File: src/source/mem_ctrl_pkg.sv
`default_nettype none

package mem_ctrl_pkg;

    parameter int XLEN = 32;

    // who owns the access in flight
    typedef enum logic [1:0] {
        KIND_FETCH = 2'd0,
        KIND_LOAD  = 2'd1,
        KIND_STORE = 2'd2
    } req_kind_e;

    // same codes as the old access size field
    typedef enum logic [1:0] {
        W_BYTE = 2'b01,
        W_HALF = 2'b10,
        W_WORD = 2'b11
    } width_e;

    typedef enum logic [1:0] {
        S_IDLE  = 2'd0,
        S_ADDR  = 2'd1, // one byte address per cycle
        S_DRAIN = 2'd2  // last read byte on ram_din_i
    } seq_state_e;

endpackage

`default_nettype wire
File: src/source/mem_req_if.sv
`timescale 1ns/1ps
`default_nettype none

interface mem_req_if import mem_ctrl_pkg::*; #(
    parameter int ADDR_W = 17
) ();

    logic              start;    // one cycle per grant
    req_kind_e         kind;
    width_e            width;
    logic [ADDR_W-1:0] addr;     // base byte address
    logic [XLEN-1:0]   wdata;
    logic              sign;
    logic [4:0]        rd_tag;
    logic              wreg;
    logic              cancel;   // fetch dropped by redirect
    logic [XLEN-1:0]   rdata;    // read bytes, right aligned
    logic              seq_done;

    modport arb (
        output start, kind, width, addr, wdata, sign, rd_tag, wreg, cancel
    );

    modport seq (
        input  start, kind, width, addr, wdata, cancel,
        output rdata, seq_done
    );

    modport resp (
        input kind, width, sign, rd_tag, wreg, rdata, seq_done
    );

endinterface

`default_nettype wire

File: src/source/mem_ctrl_top.sv
`timescale 1ns/1ps
`default_nettype none

module mem_ctrl_top import mem_ctrl_pkg::*; #(
    parameter int ADDR_W = 17
) (
    input  wire logic              clk,
    input  wire logic              rst_n_i,
    // fetch port
    input  wire logic              inst_req_i,
    input  wire logic [ADDR_W-1:0] inst_addr_i,
    input  wire logic              redirect_i,
    output logic                   inst_valid_o,
    output logic [XLEN-1:0]        inst_o,
    // data port
    input  wire logic              data_req_i,
    input  wire logic              data_wr_i,
    input  wire width_e            data_width_i,
    input  wire logic [ADDR_W-1:0] data_addr_i,
    input  wire logic [XLEN-1:0]   data_wdata_i,
    input  wire logic              data_sign_i,
    input  wire logic [4:0]        rd_tag_i,
    input  wire logic              wreg_i,
    output logic                   data_busy_o,
    output logic                   data_done_o,
    output logic [XLEN-1:0]        data_rdata_o,
    output logic [4:0]             rd_tag_o,
    output logic                   wreg_o,
    // byte RAM
    output logic [ADDR_W-1:0]      ram_addr_o,
    output logic [7:0]             ram_dout_o,
    output logic                   ram_wr_o,
    input  wire logic [7:0]        ram_din_i
);

    logic done_w;

    mem_req_if #(.ADDR_W(ADDR_W)) req_if ();

    assign done_w = inst_valid_o | data_done_o; // frees the arbiter

    req_arbiter #(.ADDR_W(ADDR_W)) u_arbiter (
        .clk          (clk),
        .rst_n_i      (rst_n_i),
        .inst_req_i   (inst_req_i),
        .inst_addr_i  (inst_addr_i),
        .redirect_i   (redirect_i),
        .data_req_i   (data_req_i),
        .data_wr_i    (data_wr_i),
        .data_width_i (data_width_i),
        .data_addr_i  (data_addr_i),
        .data_wdata_i (data_wdata_i),
        .data_sign_i  (data_sign_i),
        .rd_tag_i     (rd_tag_i),
        .wreg_i       (wreg_i),
        .done_i       (done_w),
        .data_busy_o  (data_busy_o),
        .req_if       (req_if.arb)
    );

    byte_sequencer #(.ADDR_W(ADDR_W)) u_sequencer (
        .clk        (clk),
        .rst_n_i    (rst_n_i),
        .req_if     (req_if.seq),
        .ram_addr_o (ram_addr_o),
        .ram_dout_o (ram_dout_o),
        .ram_wr_o   (ram_wr_o),
        .ram_din_i  (ram_din_i)
    );

    resp_assembler u_assembler (
        .clk          (clk),
        .rst_n_i      (rst_n_i),
        .req_if       (req_if.resp),
        .inst_valid_o (inst_valid_o),
        .inst_o       (inst_o),
        .data_done_o  (data_done_o),
        .data_rdata_o (data_rdata_o),
        .rd_tag_o     (rd_tag_o),
        .wreg_o       (wreg_o)
    );

endmodule

`default_nettype wire

File: src/source/resp_assembler.sv
`timescale 1ns/1ps
`default_nettype none

module resp_assembler import mem_ctrl_pkg::*; (
    input  wire logic        clk,
    input  wire logic        rst_n_i,
    mem_req_if.resp          req_if,
    output logic             inst_valid_o,
    output logic [XLEN-1:0]  inst_o,
    output logic             data_done_o,
    output logic [XLEN-1:0]  data_rdata_o,
    output logic [4:0]       rd_tag_o,
    output logic             wreg_o
);

    logic [XLEN-1:0] ext_w;
    logic            is_fetch;
    logic            is_load;

    assign is_fetch = (req_if.kind == KIND_FETCH);
    assign is_load  = (req_if.kind == KIND_LOAD);

    // bytes above the access width are junk from the sequencer
    always_comb begin
        case (req_if.width)
            W_BYTE: begin
                ext_w = {{(XLEN-8){req_if.sign & req_if.rdata[7]}}, req_if.rdata[7:0]};
            end
            W_HALF: begin
                ext_w = {{(XLEN-16){req_if.sign & req_if.rdata[15]}}, req_if.rdata[15:0]};
            end
            default: ext_w = req_if.rdata;
        endcase
    end

    always_ff @(posedge clk or negedge rst_n_i) begin
        if (!rst_n_i) begin
            inst_valid_o <= 1'b0;
            data_done_o  <= 1'b0;
        end else begin
            inst_valid_o <= req_if.seq_done && is_fetch;
            data_done_o  <= req_if.seq_done && !is_fetch; // stores finish here too
        end
    end

    always_ff @(posedge clk) begin
        if (req_if.seq_done && is_fetch) begin
            inst_o <= req_if.rdata;
        end
        if (req_if.seq_done && is_load) begin
            data_rdata_o <= ext_w;
        end
        if (req_if.seq_done && !is_fetch) begin
            rd_tag_o <= req_if.rd_tag;
            wreg_o   <= req_if.wreg;
        end
    end

    // one access at a time, so completions never come back to back
    a_one_done: assert property (
        @(posedge clk) disable iff (!rst_n_i)
        (inst_valid_o || data_done_o) |=> !(inst_valid_o || data_done_o)
    );

endmodule

`default_nettype wire

File: src/source/byte_sequencer.sv
`timescale 1ns/1ps
`default_nettype none

module byte_sequencer import mem_ctrl_pkg::*; #(
    parameter int ADDR_W = 17
) (
    input  wire logic              clk,
    input  wire logic              rst_n_i,
    mem_req_if.seq                 req_if,
    output logic [ADDR_W-1:0]      ram_addr_o,
    output logic [7:0]             ram_dout_o,
    output logic                   ram_wr_o,
    input  wire logic [7:0]        ram_din_i
);

    seq_state_e      state_q;
    logic [1:0]      cnt_q;     // index of the byte address on the RAM
    logic [1:0]      next_idx;
    logic [1:0]      last_idx;
    logic [4:0]      shamt;
    logic            is_store;
    logic            last_addr;
    logic [XLEN-1:0] shift_q;
    logic [XLEN-1:0] word_w;

    assign is_store  = (req_if.kind == KIND_STORE);
    assign next_idx  = cnt_q + 2'd1;
    assign last_addr = (state_q == S_ADDR) && (cnt_q == last_idx);

    always_comb begin
        case (req_if.width)
            W_BYTE: begin
                last_idx = 2'd0;
                shamt    = 5'd24;
            end
            W_HALF: begin
                last_idx = 2'd1;
                shamt    = 5'd16;
            end
            default: begin
                last_idx = 2'd3;
                shamt    = 5'd0;
            end
        endcase
    end

    always_ff @(posedge clk or negedge rst_n_i) begin
        if (!rst_n_i) begin
            state_q  <= S_IDLE;
            cnt_q    <= 2'd0;
            ram_wr_o <= 1'b0;
        end else if (req_if.cancel) begin
            state_q  <= S_IDLE;
            cnt_q    <= 2'd0;
            ram_wr_o <= 1'b0;
        end else begin
            case (state_q)
                S_IDLE: begin
                    if (req_if.start) begin
                        state_q  <= S_ADDR;
                        cnt_q    <= 2'd0;
                        ram_wr_o <= is_store;
                    end
                end
                S_ADDR: begin
                    if (cnt_q == last_idx) begin
                        state_q  <= is_store ? S_IDLE : S_DRAIN;
                        cnt_q    <= 2'd0;
                        ram_wr_o <= 1'b0;
                    end else begin
                        cnt_q <= next_idx;
                    end
                end
                S_DRAIN: state_q <= S_IDLE;
                default: state_q <= S_IDLE;
            endcase
        end
    end

    always_ff @(posedge clk) begin
        if (state_q == S_IDLE && req_if.start) begin
            ram_addr_o <= req_if.addr;
            ram_dout_o <= req_if.wdata[7:0];
        end else if (state_q == S_ADDR && cnt_q != last_idx) begin
            ram_addr_o <= req_if.addr + ADDR_W'(next_idx);
            ram_dout_o <= req_if.wdata[{next_idx, 3'b000} +: 8];
        end
        // din lags the address by one cycle
        if (state_q == S_ADDR && cnt_q != 2'd0 && !is_store) begin
            shift_q <= {ram_din_i, shift_q[XLEN-1:8]};
        end
    end

    // last byte joins straight from the RAM in the drain cycle
    assign word_w = {ram_din_i, shift_q[XLEN-1:8]};
    assign req_if.rdata = word_w >> shamt;

    assign req_if.seq_done = ((last_addr && is_store) || state_q == S_DRAIN) && !req_if.cancel;

    a_wr_only_store: assert property (
        @(posedge clk) disable iff (!rst_n_i)
        ram_wr_o |-> req_if.kind == KIND_STORE
    );

    a_cancel_only_fetch: assert property (
        @(posedge clk) disable iff (!rst_n_i)
        req_if.cancel |-> req_if.kind == KIND_FETCH
    );

endmodule

`default_nettype wire

File: src/source/req_arbiter.sv
`timescale 1ns/1ps
`default_nettype none

module req_arbiter import mem_ctrl_pkg::*; #(
    parameter int ADDR_W = 17
) (
    input  wire logic              clk,
    input  wire logic              rst_n_i,
    input  wire logic              inst_req_i,
    input  wire logic [ADDR_W-1:0] inst_addr_i,
    input  wire logic              redirect_i,
    input  wire logic              data_req_i,
    input  wire logic              data_wr_i,
    input  wire width_e            data_width_i,
    input  wire logic [ADDR_W-1:0] data_addr_i,
    input  wire logic [XLEN-1:0]   data_wdata_i,
    input  wire logic              data_sign_i,
    input  wire logic [4:0]        rd_tag_i,
    input  wire logic              wreg_i,
    input  wire logic              done_i,
    output logic                   data_busy_o,
    mem_req_if.arb                 req_if
);

    logic busy_q;
    logic grant;

    // busy covers the start cycle, so the sequencer is idle whenever busy_q is low
    assign grant = !busy_q && (data_req_i || inst_req_i);

    // a redirect only kills a fetch, data accesses run to the end
    assign req_if.cancel = redirect_i && busy_q && (req_if.kind == KIND_FETCH);

    assign data_busy_o = busy_q && (req_if.kind != KIND_FETCH);

    always_ff @(posedge clk or negedge rst_n_i) begin
        if (!rst_n_i) begin
            busy_q       <= 1'b0;
            req_if.start <= 1'b0;
        end else begin
            req_if.start <= grant;
            if (grant) begin
                busy_q <= 1'b1;
            end else if (done_i || req_if.cancel) begin
                busy_q <= 1'b0;
            end
        end
    end

    always_ff @(posedge clk) begin
        if (grant && data_req_i) begin // data first
            req_if.kind   <= data_wr_i ? KIND_STORE : KIND_LOAD;
            req_if.width  <= data_width_i;
            req_if.addr   <= data_addr_i;
            req_if.wdata  <= data_wdata_i;
            req_if.sign   <= data_sign_i;
            req_if.rd_tag <= rd_tag_i;
            req_if.wreg   <= wreg_i;
        end else if (grant) begin
            req_if.kind  <= KIND_FETCH;
            req_if.width <= W_WORD; // instructions are always 4 bytes
            req_if.addr  <= inst_addr_i;
            req_if.sign  <= 1'b0;
        end
    end

    // busy only drops on a real completion, so no start can overlap an access
    a_start_not_busy: assert property (
        @(posedge clk) disable iff (!rst_n_i)
        done_i |-> busy_q && !req_if.start
    );

endmodule

`default_nettype wire

File: config.mk
export PLATFORM = sky130hd
export DESIGN_NAME = mem_ctrl_top
export DESIGN_NICKNAME = d
export VERILOG_FILES = /design/src/source/mem_ctrl_pkg.sv /design/src/source/mem_req_if.sv /design/src/source/mem_ctrl_top.sv /design/src/source/resp_assembler.sv /design/src/source/byte_sequencer.sv /design/src/source/req_arbiter.sv
export SDC_FILE = /design/constraint.sdc
export NUM_CORES = 1
export LEC_CHECK = 0
export BUFFER_PORTS_ARGS = -buffer_cell sky130_fd_sc_hd__buf_4
export CORE_AREA = 3 3 163 165
export CTS_CLUSTER_DIAMETER = 200
export CTS_CLUSTER_SIZE = 20
export DETAILED_ROUTE_END_ITERATION = 12
export DIE_AREA = 0 0 166 168
export SETUP_SLACK_MARGIN = 0.05
export SLEW_MARGIN = 10
export SYNTH_ARGS = -nofsm -noshare
export SYNTH_HDL_FRONTEND = slang
export SYNTH_SLANG_ARGS = --single-unit
File: constraint.sdc
create_clock -name clk -period 6.1 [get_ports clk]
set_input_delay 0.305 -clock clk [delete_from_list [all_inputs] [get_ports clk]]
set_output_delay 0.305 -clock clk [all_outputs]
set_load 0.05 [all_outputs]
==> metrics.txt <==
result of the run=finished, final reports clean; worst vdd ir=approximately 0.22 mV; power density of the placed cells=467 nW/µm²; crit path time final=3.19 ns; kind of path behind the tightest hold check=in2reg; worst hold slack=about 0.050 ns; die footprint=approximately 28000 µm²; XOR/XNOR share of the synthesized area=a little under 2%; clock tree from TritonCTS=done; peak per-stage delay on the critical path=1.00 ns; Chip Width=around 170 µm; Clock Root Buffer=sky130_fd_sc_hd__clkbuf_16; top-level port count=between 150 and 200; aggregate negative setup slack=0 ns; Compound-Gate Fraction of Synth Area=under 10%; placed cell count=just under 1000; Final Hold Vio Count=0; Simple-Gate Fraction of Synth Area=8.30%; mean instance size in the synthesized netlist=15.5 µm²; post-cts resize count=0; total net switching power=~1.7 mW; maximum fanout along the worst path=27; CP Data Arrival Time=~3.4 ns; EDFF count, synth=~180; cell count of the worst reg-to-reg path=7; Worst-Margin Slew=1.14 ns; category of the worst setup path launch point=flop; worst slew margin relative to its limit=23.9%; clock latency of the later-clocked register in the worst-skew pair=between 0.4 and 0.5 ns; TritonCTS buffer count=17; count of vias placed by the detailed router=roughly 4500; Layout area overhead=31.4%; critical path class=reg2reg; number of buffers inserted by port buffering=187; Clock transition at path regs=0.07 ns; end point of the critical path=u_sequencer.ram_addr_o[16]; internal power consumption=slightly below 3 mW; number of non-filler instances in the completed layout=1018; Core Util, Final=just under 40%; timing startpoint of the critical path=u_sequencer.cnt_q[0]; flop and latch count out of synthesis=between 150 and 200; total congestion overflow after global routing=0; cell count after synthesis=a little under 500; share of post-route cells with drive strength above 1=~38%; maximum number of buffers from clock root to sink=2; Remaining DRCs=0; via/cell ratio=~4.4; first-pass iteration count of the detailed router=4; Nets=770; Reg power frac=between 40% and 50%; critical path cell sequence=inv_1 -> ha_1 -> fa_1 -> and3_1 -> nand4_1 -> nor2_1 -> xor2_1; critical path capture point type=flop; r2r endpoint=u_sequencer.ram_addr_o[16]; Leak Pwr=3.79 nW; switching fraction of total power=between 30% and 40%; effective utilization at floorplan=around 30%; global router's overall resource usage=between 10% and 20%; mapped cell area=between 7000 and 8000 µm²; syn_nets=between 500 and 600; std cell rows=58; register-to-register setup slack=approximately 2.9 ns; maximum number of pins on one net before global-route repair=44; vias in the first global route=roughly 4600; maximum level of the CTS H-tree=4; Placer Congestion=0.761; Post-Route WL=approximately 17000 µm; 1st-iter DRT viols=225; Placed Instance Area=roughly 9300 µm²; Final ANT Viol Nets=0; dominant combinational cell family by area after synthesis=simple AND/OR/NAND/NOR gates; endpoint required time on the critical path=roughly 6.3 ns; area share of fa/ha/maj cells after synthesis=roughly 1.1%; Gate power share=33.1%; antenna diode count=0; detail-routed net length per standard cell=between 15 and 20 µm; Die H=roughly 170 µm; first-pass GRT wire length=roughly 27000 µm; most used flip-flop cell after synthesis=sky130_fd_sc_hd__edfxtp_1; post-synthesis mux area share=under 10%; max cap viols=0; final number of setup-violating endpoints=0; Post-DP HPWL=between 10000 and 15000 µm; Max stage delay cell, worst path=sky130_fd_sc_hd__ha_1; timing-limited maximum frequency=~310 MHz; commonest cells after routing, fill and taps aside=192 x sky130_fd_sc_hd__buf_4, 179 x sky130_fd_sc_hd__edfxtp_1, 32 x sky130_fd_sc_hd__nand2_1, 27 x sky130_fd_sc_hd__nor2_1, 24 x sky130_fd_sc_hd__mux2_2; Yosys Warn Count=0; share of the clock period used by the worst path=about 52%; final setup skew=~0.015 ns; post-synthesis async set-or-reset flop share=roughly 4.8%; Post-Layout Inst Area=slightly below 10000 µm²; count of final max-slew check failures=0; leading cell type in the layout, fill and taps excluded=sky130_fd_sc_hd__buf_4; clock network fraction of design power=approximately a quarter; Sink Count=approximately 190; floorplan core area=25200 µm²; Reg2Reg Launch Point=u_sequencer.cnt_q[0]; number of different library cells in the post-synthesis netlist=45; initial antenna violation count=0; setup repair after global routing missed its margin=false; fraction of the yosys area taken by sequential cells=~74%
area by class of cell:
cell class | count | area, µm²
clock buffers | 19 | 443
clock inverters | 13 | 151
fillers | 2383 | 15300
inverters | 19 | 71.3
multi-input cells | 256 | 1760
flip-flops and latches | 188 | 5600
well taps | 330 | 413
repair buffers | 193 | 1450
power groups by stage:
stage / clock [mW] / sequential [mW] / combinational [mW]
5_1_grt: 1.20 / 2.02 / 1.67
2_1_floorplan: 0 / 2.39 / 0.687
3_3_place_gp: 0 / 2.01 / 1.53
3_5_place_dp: 0 / 2.01 / 1.55
4_1_cts: 1.13 / 1.99 / 1.56
6_report: 1.10 / 1.98 / 1.53
metal layers:
layer  track usage [%]  share of wire, %
met5                 0                 0
met4              2.75              0.77
met3              4.58               7.3
met2              19.6                48
met1              15.9                44
stage by stage:
stage | worst slack (ns) | total power [mW]
after floorplan | 1.72 | 3.08
after global placement | 2.98 | 3.54
after detailed placement | 2.81 | 3.56
after CTS | 2.80 | 4.67
after global routing | 2.63 | 4.89
final | 2.91 | 4.61
state kept, by name (all words and copies together) (netlist names):
name                      cells
u_assembler.data_rdata_o     32
u_sequencer.state_q           2
u_arbiter.req_if.sign         1
u_sequencer.ram_wr_o          1
u_arbiter.req_if.width        2
u_assembler.data_done_o       1
u_sequencer.cnt_q             2
u_arbiter.req_if.rd_tag       5
u_arbiter.req_if.wdata       32
u_sequencer.ram_dout_o        8
u_arbiter.req_if.kind         2
u_arbiter.req_if.wreg         1
u_arbiter.req_if.start        1
u_sequencer.ram_addr_o       17
u_assembler.inst_o           32
u_assembler.inst_valid_o      1
u_sequencer.shift_q          24
u_assembler.rd_tag_o          5
u_assembler.wreg_o            1
u_arbiter.req_if.addr        17
u_arbiter.busy_q              1
synth_stat cells, drive strengths merged, types with 2 or more instances:
library cell | instances | area share [%]
edfxtp | 179 | 71
nand2 | 33 | 1.7
nor2 | 30 | 1.5
a21oi | 24 | 1.6
mux2 | 24 | 3.6
o21ai | 20 | 1.4
inv | 19 | 0.95
mux2i | 17 | 2.3
buf | 15 | 1.3
o22ai | 15 | 1.2
nand2b | 14 | 1.2
xnor2 | 12 | 1.4
nor2b | 11 | 0.91
dfrtp | 9 | 3.0
a211oi | 8 | 0.80
clkbuf | 6 | 0.30
nand3 | 6 | 0.40
and3 | 5 | 0.42
ha | 5 | 0.83
xor2 | 5 | 0.58
and2 | 4 | 0.33
nand4 | 3 | 0.25
nor3b | 3 | 0.37
and4 | 2 | 0.23
nor3 | 2 | 0.13
or2 | 2 | 0.17
cell families after synthesis:
logic type      count (synthesis)
compound gates                 73
xor+xnor                       17
fa+ha+maj                       6
buf+inv                        40
flops                         188
mux                            41
simple gates                  119
worst min path at each step:
| stage | from | endpoint | slack, ns | cells after the start |
|---|---|---|---|---|
| global placement | rst_n_i | u_assembler.data_done_o | 0.14 | 1 |
| detailed placement | rst_n_i | u_assembler.data_done_o | 0.14 | 1 |
| floorplan | rst_n_i | u_arbiter.busy_q | 0.009 | 0 |
| global route | data_wdata_i[22] | u_arbiter.req_if.wdata[22] | 0.03 | 1 |
| CTS | data_wdata_i[16] | u_arbiter.req_if.wdata[16] | 0.03 | 1 |
| finish | data_wdata_i[22] | u_arbiter.req_if.wdata[22] | 0.05 | 1 |
worst max-delay path: cells and delay by family, from the launching register on:
kind	cells	cell delay, ns
adders and majority gates	2	1.33
and+or+nand+nor	3	0.68
DFF	1	0.62
buffers and inverters	1	0.22
xor gates and xnor gates	1	0.08
repair_timing:
action,4_1_cts,5_1_grt
hold buffers,1,0
endpoints found under the hold margin,9,0
setup buffers,0,0
No activity file was read; power rests on OpenSTA's default activity.
